==> config.mk <==
export PLATFORM = sky130hd
export DESIGN_NAME = pipe_control
export DESIGN_NICKNAME = d
export VERILOG_FILES = /design/src/logic/isa_pkg.sv /design/src/logic/ctrl_pkg.sv /design/src/logic/instr_decode.sv /design/src/logic/reg_track.sv /design/src/logic/stage_signals.sv /design/src/logic/hazard_detect.sv /design/src/logic/pipe_control.sv
export VERILOG_INCLUDE_DIRS = /design/src /design/src/logic
export SDC_FILE = /design/constraint.sdc
export NUM_CORES = 1
export LEC_CHECK = 0
export BUFFER_PORTS_ARGS = -buffer_cell sky130_fd_sc_hd__buf_4
export CAP_MARGIN = 20
export CORE_MARGIN = 2
export CORE_UTILIZATION = 30
export DETAILED_ROUTE_END_ITERATION = 8
export PLACE_DENSITY = 0.58
export SLEW_MARGIN = 5
export SYNTH_ARGS = -nofsm -noshare
export SYNTH_HDL_FRONTEND = slang
export SYNTH_SLANG_ARGS = --single-unit
==> constraint.sdc <==
create_clock -name clk -period 13.3 [get_ports clk]
set_input_delay 2.66 -clock clk [delete_from_list [all_inputs] [get_ports clk]]
set_output_delay 2.66 -clock clk [all_outputs]
set_load 0.02 [all_outputs]
==> src/logic/control_defines.svh <==
`ifndef CONTROL_DEFINES_SVH
`define CONTROL_DEFINES_SVH

// data path and instruction word width.
`define CTRL_XLEN 32

// register file addressing.
`define CTRL_REG_W 5

// hard-wired zero register, also the "no register" marker.
`define CTRL_REG_ZERO 5'd0

// link register written by jal.
`define CTRL_REG_RA 5'd31

`endif

==> src/logic/isa_pkg.sv <==
`default_nettype none

`include "control_defines.svh"

package isa_pkg;

	//////////////////////////////
	// instruction word views
	//////////////////////////////

	typedef struct packed {
		logic [5:0] op;
		logic [`CTRL_REG_W-1:0] rs;
		logic [`CTRL_REG_W-1:0] rt;
		logic [`CTRL_REG_W-1:0] rd;
		logic [4:0] shamt;
		logic [5:0] funct;
	} r_fields_t;

	typedef struct packed {
		logic [5:0] op;
		logic [`CTRL_REG_W-1:0] rs;
		logic [`CTRL_REG_W-1:0] rt;
		logic [`CTRL_XLEN/2-1:0] imm16; // lower half of the word.
	} i_fields_t;

	// same 32 bits, read as R-format or I-format.
	typedef union packed {
		r_fields_t r_fields;
		i_fields_t i_fields;
	} instr_word_t;

	//////////////////////////////
	// decoded instruction
	//////////////////////////////

	typedef enum logic [5:0] {
		UNKNOWN,
		ADDU, SUBU, ADD, SUB, SLL, SRL, SRA, AND,
		OR, NOR, XOR, SLT, SLTU, SLLV, SRLV, SRAV,
		LUI, ORI, ADDI, ADDIU, ANDI, XORI, SLTI, SLTIU,
		LW, LH, LHU, LB, LBU, SW, SH, SB,
		BEQ, BNE, BLEZ, BGEZ, BLTZ, BGTZ,
		J, JAL, JR, JALR,
		MULT, MULTU, DIV, DIVU, MFHI, MFLO, MTHI, MTLO
	} instr_kind_t;

	// datapath usage of an instruction, drives most control decisions.
	typedef enum logic [3:0] {
		CAL_R, CAL_I, LOAD, STORE, BRANCH, JUMP_I, JUMP_R,
		CAL_M, LOAD_M, STORE_M, NONE
	} instr_class_t;

endpackage

`default_nettype wire

==> src/logic/ctrl_pkg.sv <==
`default_nettype none

package ctrl_pkg;

	// next pc selection, resolved in D.
	typedef enum logic [3:0] {
		NPC_DISABLED,
		NPC_EQUAL,
		NPC_NOT_EQUAL,
		NPC_LE_ZERO,
		NPC_GE_ZERO,
		NPC_LT_ZERO,
		NPC_GT_ZERO,
		NPC_J,
		NPC_REG
	} npc_mode_t;

	typedef enum logic [1:0] {
		EXT_SIGNED, EXT_UNSIGNED, EXT_PAD // pad moves imm16 to the upper half.
	} ext_mode_t;

	typedef enum logic [4:0] {
		ALU_ADDU, ALU_SUBU, ALU_ADD, ALU_SUB,
		ALU_AND, ALU_OR, ALU_NOR, ALU_XOR,
		ALU_SLT, ALU_SLTU, ALU_SLL, ALU_SRL,
		ALU_SRA, ALU_SLLV, ALU_SRLV, ALU_SRAV
	} alu_op_t;

	typedef enum logic [3:0] {
		MD_NONE, MD_MULT, MD_MULTU, MD_DIV, MD_DIVU,
		MD_MFHI, MD_MFLO, MD_MTHI, MD_MTLO
	} md_op_t;

	typedef enum logic [2:0] {
		DM_NONE, DM_W, DM_H, DM_HU, DM_B, DM_BU
	} dm_mode_t;

	// write-back data source.
	typedef enum logic [2:0] {
		WB_NONE, WB_ALU, WB_MEM, WB_LINK, WB_MD
	} wb_sel_t;

endpackage

`default_nettype wire

==> src/logic/instr_decode.sv <==
`timescale 1ns/1ps
`default_nettype none

module instr_decode (
	input  isa_pkg::instr_word_t  instr,
	output isa_pkg::instr_kind_t  kind,
	output isa_pkg::instr_class_t iclass
);

	logic rs_z, rt_z, rd_z, sh_z;

	// reserved fields must be zero for a legal encoding.
	assign rs_z = (instr.r_fields.rs == '0);
	assign rt_z = (instr.r_fields.rt == '0);
	assign rd_z = (instr.r_fields.rd == '0);
	assign sh_z = (instr.r_fields.shamt == '0);

	always_comb begin
		kind = isa_pkg::UNKNOWN; // anything unmatched is reserved.
		case (instr.r_fields.op)
			6'b000000: begin
				case (instr.r_fields.funct)
					6'b100001: if (sh_z) kind = isa_pkg::ADDU;
					6'b100011: if (sh_z) kind = isa_pkg::SUBU;
					6'b100000: if (sh_z) kind = isa_pkg::ADD;
					6'b100010: if (sh_z) kind = isa_pkg::SUB;
					6'b000000: if (rs_z) kind = isa_pkg::SLL; // shifts by shamt.
					6'b000010: if (rs_z) kind = isa_pkg::SRL;
					6'b000011: if (rs_z) kind = isa_pkg::SRA;
					6'b100100: if (sh_z) kind = isa_pkg::AND;
					6'b100101: if (sh_z) kind = isa_pkg::OR;
					6'b100111: if (sh_z) kind = isa_pkg::NOR;
					6'b100110: if (sh_z) kind = isa_pkg::XOR;
					6'b101010: if (sh_z) kind = isa_pkg::SLT;
					6'b101011: if (sh_z) kind = isa_pkg::SLTU;
					6'b000100: if (sh_z) kind = isa_pkg::SLLV;
					6'b000110: if (sh_z) kind = isa_pkg::SRLV;
					6'b000111: if (sh_z) kind = isa_pkg::SRAV;
					6'b001000: if (rt_z && rd_z) kind = isa_pkg::JR;
					6'b001001: if (rt_z) kind = isa_pkg::JALR;
					6'b011000: if (rd_z && sh_z) kind = isa_pkg::MULT;
					6'b011001: if (rd_z && sh_z) kind = isa_pkg::MULTU;
					6'b011010: if (rd_z && sh_z) kind = isa_pkg::DIV;
					6'b011011: if (rd_z && sh_z) kind = isa_pkg::DIVU;
					6'b010000: if (rs_z && rt_z && sh_z) kind = isa_pkg::MFHI;
					6'b010010: if (rs_z && rt_z && sh_z) kind = isa_pkg::MFLO;
					6'b010001: if (rt_z && rd_z && sh_z) kind = isa_pkg::MTHI;
					6'b010011: if (rt_z && rd_z && sh_z) kind = isa_pkg::MTLO;
					default: ;
				endcase
			end
			6'b000001: begin // regimm, condition sits in rt.
				if (instr.i_fields.rt == 5'b00001)
					kind = isa_pkg::BGEZ;
				else if (rt_z)
					kind = isa_pkg::BLTZ;
			end
			6'b001111: if (rs_z) kind = isa_pkg::LUI;
			6'b001101: kind = isa_pkg::ORI;
			6'b001000: kind = isa_pkg::ADDI;
			6'b001001: kind = isa_pkg::ADDIU;
			6'b001100: kind = isa_pkg::ANDI;
			6'b001110: kind = isa_pkg::XORI;
			6'b001010: kind = isa_pkg::SLTI;
			6'b001011: kind = isa_pkg::SLTIU;
			6'b100011: kind = isa_pkg::LW;
			6'b100001: kind = isa_pkg::LH;
			6'b100101: kind = isa_pkg::LHU;
			6'b100000: kind = isa_pkg::LB;
			6'b100100: kind = isa_pkg::LBU;
			6'b101011: kind = isa_pkg::SW;
			6'b101001: kind = isa_pkg::SH;
			6'b101000: kind = isa_pkg::SB;
			6'b000100: kind = isa_pkg::BEQ;
			6'b000101: kind = isa_pkg::BNE;
			6'b000110: kind = isa_pkg::BLEZ;
			6'b000111: if (rt_z) kind = isa_pkg::BGTZ;
			6'b000010: kind = isa_pkg::J;
			6'b000011: kind = isa_pkg::JAL;
			default: ;
		endcase
	end

	always_comb begin
		case (kind)
			isa_pkg::ADDU, isa_pkg::SUBU, isa_pkg::ADD, isa_pkg::SUB,
			isa_pkg::SLL, isa_pkg::SRL, isa_pkg::SRA, isa_pkg::AND,
			isa_pkg::OR, isa_pkg::NOR, isa_pkg::XOR, isa_pkg::SLT,
			isa_pkg::SLTU, isa_pkg::SLLV, isa_pkg::SRLV, isa_pkg::SRAV:
				iclass = isa_pkg::CAL_R;
			isa_pkg::LUI, isa_pkg::ORI, isa_pkg::ADDI, isa_pkg::ADDIU,
			isa_pkg::ANDI, isa_pkg::XORI, isa_pkg::SLTI, isa_pkg::SLTIU:
				iclass = isa_pkg::CAL_I;
			isa_pkg::LW, isa_pkg::LH, isa_pkg::LHU, isa_pkg::LB, isa_pkg::LBU:
				iclass = isa_pkg::LOAD;
			isa_pkg::SW, isa_pkg::SH, isa_pkg::SB:
				iclass = isa_pkg::STORE;
			isa_pkg::BEQ, isa_pkg::BNE, isa_pkg::BLEZ,
			isa_pkg::BGEZ, isa_pkg::BLTZ, isa_pkg::BGTZ:
				iclass = isa_pkg::BRANCH;
			isa_pkg::J, isa_pkg::JAL:
				iclass = isa_pkg::JUMP_I;
			isa_pkg::JR, isa_pkg::JALR:
				iclass = isa_pkg::JUMP_R;
			isa_pkg::MULT, isa_pkg::MULTU, isa_pkg::DIV, isa_pkg::DIVU:
				iclass = isa_pkg::CAL_M;
			isa_pkg::MFHI, isa_pkg::MFLO:
				iclass = isa_pkg::LOAD_M;
			isa_pkg::MTHI, isa_pkg::MTLO:
				iclass = isa_pkg::STORE_M;
			default:
				iclass = isa_pkg::NONE; // unknown lands here.
		endcase
	end

endmodule

`default_nettype wire

==> src/logic/reg_track.sv <==
`timescale 1ns/1ps
`default_nettype none

`include "control_defines.svh"

module reg_track (
	input  logic                    clk,
	input  logic                    arst_n,
	input  logic                    stall,
	input  isa_pkg::instr_word_t    d_instr,
	input  isa_pkg::instr_kind_t    d_kind,
	input  isa_pkg::instr_class_t   d_class,
	output logic [`CTRL_REG_W-1:0]  d_reg1,
	output logic [`CTRL_REG_W-1:0]  d_reg2,
	output logic [`CTRL_REG_W-1:0]  e_regw,
	output logic [`CTRL_REG_W-1:0]  rf_write_addr
);

	logic [`CTRL_REG_W-1:0] d_regw;

	// triple layout: [2] write reg, [1] reg2, [0] reg1.
	logic [2:0][`CTRL_REG_W-1:0] e_regs, m_regs, w_regs;

	//////////////////////////////
	// register identification
	//////////////////////////////

	always_comb begin
		d_reg1 = `CTRL_REG_ZERO;
		d_reg2 = `CTRL_REG_ZERO;
		d_regw = `CTRL_REG_ZERO;
		if (d_class inside {isa_pkg::CAL_R, isa_pkg::CAL_I, isa_pkg::LOAD, isa_pkg::STORE,
				isa_pkg::BRANCH, isa_pkg::JUMP_R, isa_pkg::CAL_M, isa_pkg::STORE_M})
			d_reg1 = d_instr.r_fields.rs;
		// only beq and bne compare two registers.
		if (d_class inside {isa_pkg::CAL_R, isa_pkg::STORE, isa_pkg::CAL_M} ||
				d_kind inside {isa_pkg::BEQ, isa_pkg::BNE})
			d_reg2 = d_instr.r_fields.rt;
		if (d_class inside {isa_pkg::CAL_R, isa_pkg::LOAD_M} || d_kind == isa_pkg::JALR)
			d_regw = d_instr.r_fields.rd;
		else if (d_class inside {isa_pkg::CAL_I, isa_pkg::LOAD})
			d_regw = d_instr.i_fields.rt;
		else if (d_kind == isa_pkg::JAL)
			d_regw = `CTRL_REG_RA; // implicit link target.
	end

	//////////////////////////////
	// E, M, W register pipeline
	//////////////////////////////

	always_ff @(posedge clk or negedge arst_n) begin
		if (!arst_n) begin
			e_regs <= '0;
			m_regs <= '0;
			w_regs <= '0;
		end else begin
			e_regs <= stall ? '0 : {d_regw, d_reg2, d_reg1}; // bubble on stall.
			m_regs <= e_regs;
			w_regs <= m_regs;
		end
	end

	assign e_regw = e_regs[2];
	assign rf_write_addr = w_regs[2];

endmodule

`default_nettype wire

==> src/logic/stage_signals.sv <==
`timescale 1ns/1ps
`default_nettype none

module stage_signals (
	input  isa_pkg::instr_kind_t  d_kind,
	input  isa_pkg::instr_kind_t  e_kind,
	input  isa_pkg::instr_kind_t  m_kind,
	input  isa_pkg::instr_kind_t  w_kind,
	input  isa_pkg::instr_class_t d_class,
	input  isa_pkg::instr_class_t e_class,
	input  isa_pkg::instr_class_t m_class,
	input  isa_pkg::instr_class_t w_class,
	output ctrl_pkg::npc_mode_t   npc_mode,
	output ctrl_pkg::ext_mode_t   ext_mode,
	output logic                  alu_src,
	output ctrl_pkg::alu_op_t     alu_op,
	output ctrl_pkg::md_op_t      md_op,
	output logic                  dm_write_enable,
	output ctrl_pkg::dm_mode_t    dm_mode,
	output logic                  rf_write_enable,
	output ctrl_pkg::wb_sel_t     wb_sel
);

	//////////////////////////////
	// D stage
	//////////////////////////////

	always_comb begin
		npc_mode = ctrl_pkg::NPC_DISABLED;
		case (d_class)
			isa_pkg::BRANCH: begin
				case (d_kind)
					isa_pkg::BEQ:  npc_mode = ctrl_pkg::NPC_EQUAL;
					isa_pkg::BNE:  npc_mode = ctrl_pkg::NPC_NOT_EQUAL;
					isa_pkg::BLEZ: npc_mode = ctrl_pkg::NPC_LE_ZERO;
					isa_pkg::BGEZ: npc_mode = ctrl_pkg::NPC_GE_ZERO;
					isa_pkg::BLTZ: npc_mode = ctrl_pkg::NPC_LT_ZERO;
					isa_pkg::BGTZ: npc_mode = ctrl_pkg::NPC_GT_ZERO;
					default: ;
				endcase
			end
			isa_pkg::JUMP_I: npc_mode = ctrl_pkg::NPC_J;
			isa_pkg::JUMP_R: npc_mode = ctrl_pkg::NPC_REG; // target from rs.
			default: ;
		endcase
	end

	// logical immediates are zero extended.
	always_comb begin
		if (d_kind == isa_pkg::LUI)
			ext_mode = ctrl_pkg::EXT_PAD;
		else if (d_kind inside {isa_pkg::ORI, isa_pkg::ANDI, isa_pkg::XORI})
			ext_mode = ctrl_pkg::EXT_UNSIGNED;
		else
			ext_mode = ctrl_pkg::EXT_SIGNED;
	end

	//////////////////////////////
	// E stage
	//////////////////////////////

	assign alu_src = (e_class inside {isa_pkg::CAL_I, isa_pkg::LOAD, isa_pkg::STORE});

	always_comb begin
		alu_op = ctrl_pkg::ALU_OR; // lui and non-alu classes pass through or.
		case (e_kind)
			isa_pkg::ADDU, isa_pkg::ADDIU: alu_op = ctrl_pkg::ALU_ADDU;
			isa_pkg::ADD, isa_pkg::ADDI:   alu_op = ctrl_pkg::ALU_ADD;
			isa_pkg::SUBU:                 alu_op = ctrl_pkg::ALU_SUBU;
			isa_pkg::SUB:                  alu_op = ctrl_pkg::ALU_SUB;
			isa_pkg::AND, isa_pkg::ANDI:   alu_op = ctrl_pkg::ALU_AND;
			isa_pkg::NOR:                  alu_op = ctrl_pkg::ALU_NOR;
			isa_pkg::XOR, isa_pkg::XORI:   alu_op = ctrl_pkg::ALU_XOR;
			isa_pkg::SLT, isa_pkg::SLTI:   alu_op = ctrl_pkg::ALU_SLT;
			isa_pkg::SLTU, isa_pkg::SLTIU: alu_op = ctrl_pkg::ALU_SLTU;
			isa_pkg::SLL:                  alu_op = ctrl_pkg::ALU_SLL;
			isa_pkg::SRL:                  alu_op = ctrl_pkg::ALU_SRL;
			isa_pkg::SRA:                  alu_op = ctrl_pkg::ALU_SRA;
			isa_pkg::SLLV:                 alu_op = ctrl_pkg::ALU_SLLV;
			isa_pkg::SRLV:                 alu_op = ctrl_pkg::ALU_SRLV;
			isa_pkg::SRAV:                 alu_op = ctrl_pkg::ALU_SRAV;
			default: ;
		endcase
		if (e_class inside {isa_pkg::LOAD, isa_pkg::STORE})
			alu_op = ctrl_pkg::ALU_ADD; // address = base + offset.
	end

	always_comb begin
		case (e_kind)
			isa_pkg::MULT:  md_op = ctrl_pkg::MD_MULT;
			isa_pkg::MULTU: md_op = ctrl_pkg::MD_MULTU;
			isa_pkg::DIV:   md_op = ctrl_pkg::MD_DIV;
			isa_pkg::DIVU:  md_op = ctrl_pkg::MD_DIVU;
			isa_pkg::MFHI:  md_op = ctrl_pkg::MD_MFHI;
			isa_pkg::MFLO:  md_op = ctrl_pkg::MD_MFLO;
			isa_pkg::MTHI:  md_op = ctrl_pkg::MD_MTHI;
			isa_pkg::MTLO:  md_op = ctrl_pkg::MD_MTLO;
			default:        md_op = ctrl_pkg::MD_NONE;
		endcase
	end

	//////////////////////////////
	// M and W stages
	//////////////////////////////

	assign dm_write_enable = (m_class == isa_pkg::STORE);

	always_comb begin
		case (m_kind)
			isa_pkg::LW, isa_pkg::SW: dm_mode = ctrl_pkg::DM_W;
			isa_pkg::LH, isa_pkg::SH: dm_mode = ctrl_pkg::DM_H;
			isa_pkg::LHU:             dm_mode = ctrl_pkg::DM_HU;
			isa_pkg::LB, isa_pkg::SB: dm_mode = ctrl_pkg::DM_B;
			isa_pkg::LBU:             dm_mode = ctrl_pkg::DM_BU;
			default:                  dm_mode = ctrl_pkg::DM_NONE;
		endcase
	end

	assign rf_write_enable = (w_class inside {isa_pkg::CAL_R, isa_pkg::CAL_I, isa_pkg::LOAD,
		isa_pkg::JUMP_I, isa_pkg::JUMP_R, isa_pkg::LOAD_M});

	always_comb begin
		wb_sel = ctrl_pkg::WB_NONE;
		case (w_class)
			isa_pkg::CAL_R, isa_pkg::CAL_I:   wb_sel = ctrl_pkg::WB_ALU;
			isa_pkg::LOAD:                    wb_sel = ctrl_pkg::WB_MEM;
			isa_pkg::JUMP_I, isa_pkg::JUMP_R: wb_sel = ctrl_pkg::WB_LINK;
			isa_pkg::LOAD_M: begin
				if (w_kind inside {isa_pkg::MFHI, isa_pkg::MFLO})
					wb_sel = ctrl_pkg::WB_MD; // hi/lo readback.
			end
			default: ;
		endcase
	end

endmodule

`default_nettype wire

==> src/logic/hazard_detect.sv <==
`timescale 1ns/1ps
`default_nettype none

`include "control_defines.svh"

module hazard_detect (
	input  isa_pkg::instr_kind_t   d_kind,
	input  isa_pkg::instr_class_t  d_class,
	input  isa_pkg::instr_class_t  e_class,
	input  logic [`CTRL_REG_W-1:0] d_reg1,
	input  logic [`CTRL_REG_W-1:0] d_reg2,
	input  logic [`CTRL_REG_W-1:0] e_regw,
	input  logic                   md_busy,
	output logic                   stall
);

	logic e_match;  // E writes a register that D reads.
	logic need_now; // D consumes its sources in D, no forwarding.
	logic md_use;

	assign e_match = (e_regw != `CTRL_REG_ZERO) && (e_regw == d_reg1 || e_regw == d_reg2);
	assign need_now = (e_class == isa_pkg::LOAD) ||
		(d_class inside {isa_pkg::BRANCH, isa_pkg::JUMP_R});
	assign md_use = d_kind inside {isa_pkg::MULT, isa_pkg::MULTU, isa_pkg::DIV,
		isa_pkg::DIVU, isa_pkg::MFHI, isa_pkg::MFLO, isa_pkg::MTHI, isa_pkg::MTLO};

	assign stall = (e_match && need_now) || (md_use && md_busy);

endmodule

`default_nettype wire

==> src/logic/pipe_control.sv <==
`timescale 1ns/1ps
`default_nettype none

`include "control_defines.svh"

module pipe_control (
	input  logic                   clk,
	input  logic                   arst_n,
	input  logic                   md_busy,
	input  isa_pkg::instr_word_t   d_instr,
	input  isa_pkg::instr_word_t   e_instr,
	input  isa_pkg::instr_word_t   m_instr,
	input  isa_pkg::instr_word_t   w_instr,
	output ctrl_pkg::npc_mode_t    npc_mode,
	output ctrl_pkg::ext_mode_t    ext_mode,
	output logic                   alu_src,
	output ctrl_pkg::alu_op_t      alu_op,
	output ctrl_pkg::md_op_t       md_op,
	output logic                   dm_write_enable,
	output ctrl_pkg::dm_mode_t     dm_mode,
	output logic                   rf_write_enable,
	output ctrl_pkg::wb_sel_t      wb_sel,
	output logic [`CTRL_REG_W-1:0] rf_read_addr1,
	output logic [`CTRL_REG_W-1:0] rf_read_addr2,
	output logic [`CTRL_REG_W-1:0] rf_write_addr,
	output logic                   pc_enable,
	output logic                   d_enable,
	output logic                   e_flush
);

	isa_pkg::instr_kind_t   d_kind, e_kind, m_kind, w_kind;
	isa_pkg::instr_class_t  d_class, e_class, m_class, w_class;
	logic [`CTRL_REG_W-1:0] d_reg1, d_reg2, e_regw;
	logic                   stall;

	// one decoder per stage.
	instr_decode d_decode (.instr(d_instr), .kind(d_kind), .iclass(d_class));
	instr_decode e_decode (.instr(e_instr), .kind(e_kind), .iclass(e_class));
	instr_decode m_decode (.instr(m_instr), .kind(m_kind), .iclass(m_class));
	instr_decode w_decode (.instr(w_instr), .kind(w_kind), .iclass(w_class));

	reg_track reg_track_i (
		.clk(clk),
		.arst_n(arst_n),
		.stall(stall),
		.d_instr(d_instr),
		.d_kind(d_kind),
		.d_class(d_class),
		.d_reg1(d_reg1),
		.d_reg2(d_reg2),
		.e_regw(e_regw),
		.rf_write_addr(rf_write_addr)
	);

	stage_signals stage_signals_i (
		.d_kind(d_kind),
		.e_kind(e_kind),
		.m_kind(m_kind),
		.w_kind(w_kind),
		.d_class(d_class),
		.e_class(e_class),
		.m_class(m_class),
		.w_class(w_class),
		.npc_mode(npc_mode),
		.ext_mode(ext_mode),
		.alu_src(alu_src),
		.alu_op(alu_op),
		.md_op(md_op),
		.dm_write_enable(dm_write_enable),
		.dm_mode(dm_mode),
		.rf_write_enable(rf_write_enable),
		.wb_sel(wb_sel)
	);

	hazard_detect hazard_detect_i (
		.d_kind(d_kind),
		.d_class(d_class),
		.e_class(e_class),
		.d_reg1(d_reg1),
		.d_reg2(d_reg2),
		.e_regw(e_regw),
		.md_busy(md_busy),
		.stall(stall)
	);

	assign rf_read_addr1 = d_reg1; // D sources double as rf read ports.
	assign rf_read_addr2 = d_reg2;

	// stall freezes F and D, and E takes a bubble.
	assign pc_enable = ~stall;
	assign d_enable = ~stall;
	assign e_flush = stall;

endmodule

`default_nettype wire

==> results.txt <==
- Status: completed
* Post-synth cell types: 114
- After synthesis, the largest family of logic cells by area is simple AND/OR/NAND/NOR gates.
- The floorplan step defined a die boundary enclosing 22600 µm².
- Cell depth of the worst setup path: 18
- Traced cell by cell, the critical path runs through buf_4, or4_1, nor2_1, o211ai_1, a31oi_1, nor3_1, o21ai_1, inv_1, ha_1, or2_1, nand3_1, mux2i_1, a31oi_1, a32oi_2, or3_1, a221oi_4, nor2_1, buf_4.
- Placement Rows: 53
* Post-placement cell count: 1351
* Area taken by multi-input logic gates: 5550 µm²
- Counting the fill cells in the layout gives 2245.
* Worst hold path startpoint: reg_track_i.m_regs[12]
- Total wire length: 22800 µm
* Fmax: 0.103 GHz
- Capture point of the worst reg-to-reg path: reg_track_i.e_regw[0]
- The number of nets handed over by synthesis was 1125.
- The tree is rooted in a sky130_fd_sc_hd__clkbuf_16.
- The number of antenna violations at the first check in global routing is 0.
- STA classifies the critical path startpoint as a primary input.
- Top FF cell, synth: sky130_fd_sc_hd__dfrtp_1
* Dominant cell type by area after synthesis: sky130_fd_sc_hd__nor2_1
* Cells on worst reg2reg path: 7
- Of the total power, the share spent switching nets is 0.473.
- Post-route DRC: 0
- Unrepaired setup endpoints after global routing: no
* FF/Latch Area: 375 µm²
- The first global-routing pass estimated 36300 µm of wire.
- Clock input transition at the sequential cells of the worst setup and hold paths: 50 ps
- Total Negative Setup Slacks: 0 ps
- Required arrival time at the worst endpoint: 10640 ps
- GPL Wtd Cong: 0.952
- In the final layout, the share of cells above drive strength 1 is 0.214.
- From synthesis to final layout, the design area changed by 21.8%.
- Worst slew margin: 0.434
- Non-Filler Instances: 1355
- Mux cell area share after synthesis: 0.0257
- The share of total power dissipated in sequential elements is 0.171.
- In this run the deepest clock path goes through 2 buffers.
* Initial drt markers: 667
* Number of instances in the synthesized netlist: 974
* Die X: 150 µm
- The share of total power dissipated in the clock network is 0.140.
- Of the total synthesized cell area, the portion taken by AND, OR, NAND and NOR gates is 0.409.
* PwrDens: 51.2 nW/µm²
- Post-layout net count: 1232
* Number of failing setup endpoints in the final timing report: 0
- Synth Register Bits: 15
- The worst setup path is captured at a primary output.
- Area fraction of the dominant cell type after synthesis: 0.0608
* Post-layout min period: 9750 ps
* Crit path largest cell delay: 680 ps
- The compound-cell area share of the yosys netlist came to 0.372.
* Number of global-route vias before repair: 7135
- Clock latency reported for the late side of the worst-skew pair: 240 ps
- For the pin with the worst max-slew slack, the measured transition is 839 ps.
- In this run, CTS created clock tree buffers numbering 3.
- GR Util All Layers: 0.191
- STA puts the critical path data arrival time at 7090 ps.
- For this design, the slowest cell found on the critical path is sky130_fd_sc_hd__or4_1.
- The first detailed-routing pass took 5 iterations.
- The initial utilization of the core area, before any placement, comes to 0.306.
- The count of final hold-check violations was 0.
* Period utilisation layout: 0.733
- Largest fanout on the critical path: 7
- The kind of cell with the highest combined delay along the critical path is simple AND/OR/NAND/NOR gates.
- Clock Sink Count: 15
- TritonCTS built the clock tree.
* Sequential element share of the synthesized area: 0.0584
- Post-synthesis xor/xnor area fraction: 0.0164
* Core area: 21000 µm²
- Summing over every cut layer, the via total after detailed routing is 8028.
- Post-CTS timing repair inserted 0 buffers for setup.
- Once detail routing completed, the nets flagged for antenna violations numbered 0.
- Pin count of the biggest net entering global routing: 23
* Hold path depth: 0
- Finished Core Util: 0.372
- Number of max-cap violations: 0
* Count of synthesis-stage warnings from yosys: 0
- Synth Area in Adders: 0.0405
* Worst min path class: reg2reg
- Final clock skew: 0.718 ps
- After clock tree synthesis, the repair step resized 0 gates.
- Number of top-level pins: 173
* Async set or reset register ratio after synthesis: 1.00
- Total of hold buffers inserted after clock tree synthesis: 0
- Yosys mapped a number of flops with a built-in enable equal to 0.
* Int Power: 211 µW
- Summed over all layers, the global routing overflow is 0.
* Comb pwr share: 0.689
* Biggest area contributors in the synthesized netlist: sky130_fd_sc_hd__nor2_1, sky130_fd_sc_hd__dfrtp_1, sky130_fd_sc_hd__a21oi_1
* Synthesized area per cell: 6.60 µm²
- VDD sags by at most 0.0000547 V.
- Summed over all cells, the static leakage comes to 0.00302 µW.
* Power spent charging and discharging nets: 190 µW
- From bottom edge to top edge, the die measures 150 µm.
- Per-cell via count in the routed design: 5.92
- Most frequent cell after synthesis: sky130_fd_sc_hd__nor2_1
* Tot Pwr: 401 µW
- Buffers placed on the I/O ports in this run total 171.
- Number of diodes: 0
* Post-synth top cells: sky130_fd_sc_hd__nor2_1, sky130_fd_sc_hd__a21oi_1, sky130_fd_sc_hd__nand2_1
- Area of the mapped netlist: 6420 µm²
* Pins Over Slew Limit: 0
* Setup Crit Path Kind: in2out
* Post-DR wirelength/cell: 16.8 µm
- Count of buffer and inverter cells on the critical path: 3
- Startpoint of the worst register-to-register path: reg_track_i.e_regw[0]
- In this run the number of H-tree levels came out at 1.
- Detailed placement ended at an HPWL of 18000 µm.
- The worst hold path terminates at reg_track_i.rf_write_addr[2].
* Register-to-register setup slack: 10810 ps
## kinds of logic after synthesis
group	Yosys count
buf+inv	118
other cells	1
mux	16
xor+xnor	12
compound gates	327
simple gates	464
fa+ha+maj	21
flops	15
## metrics by stage
step	hold slack (ps)	worst slack [ps]	area (µm²)
floorplan	331	4150	6420
global placement	335	3620	7740
detailed placement	335	3610	7740
CTS	345	3600	7820
global route	347	3250	7820
finish	344	3550	7820
## per-layer routing
metal  vias up  routed length (µm)  track usage
met1      3778               10300        0.271
met2       287               10900        0.319
met5         -                   0            0
met4         0                 301       0.0311
met3        20                1290       0.0161
li1       3943                   -            -
## worst max path at each step
stage	slack (ps)	start	end
after global placement	3620	e_instr[22]	e_flush
after global routing	3250	e_instr[22]	e_flush
after detailed placement	3610	d_instr[20]	d_enable
after floorplan	4150	d_instr[20]	pc_enable
final	3550	d_instr[20]	d_enable
after CTS	3600	d_instr[20]	d_enable
## state kept, by name, summed over array words and instances (netlist names)
register,count
reg_track_i.m_regs,5
reg_track_i.rf_write_addr,5
reg_track_i.e_regw,5
## power by group through the flow
stage	clock network (µW)	logic, µW	registers, µW
after floorplan	0	171	69.9
after global placement	0	273	69.4
after detailed placement	0	274	69.6
after CTS	57.7	275	68.9
after global routing	60.9	301	70.1
final	56.2	276	68.5
## area by class of cell
cell class / instances / area share
clock buffer: 3 / 0.00960
clock inverter: 1 / 0.000640
inverter: 47 / 0.0225
multi-input combinational: 841 / 0.709
sequential: 15 / 0.0480
tap: 275 / 0.0440
timing repair buffer: 173 / 0.166
## layout by cell type, fill, tap and decap left out, drive strengths merged, types with 16 or more instances in the layout
| cell | count |
|---|---|
| nor4 | 23 |
| a31oi | 20 |
| nor2 | 106 |
| nand4 | 18 |
| a21oi | 69 |
| nand2 | 71 |
| nand3 | 33 |
| buf | 173 |
| nor2b | 29 |
| ha | 20 |
| nand2b | 17 |
| nor3 | 49 |
| or3 | 16 |
| inv | 47 |
| o21ai | 61 |
(Power assumes the default switching activity.)
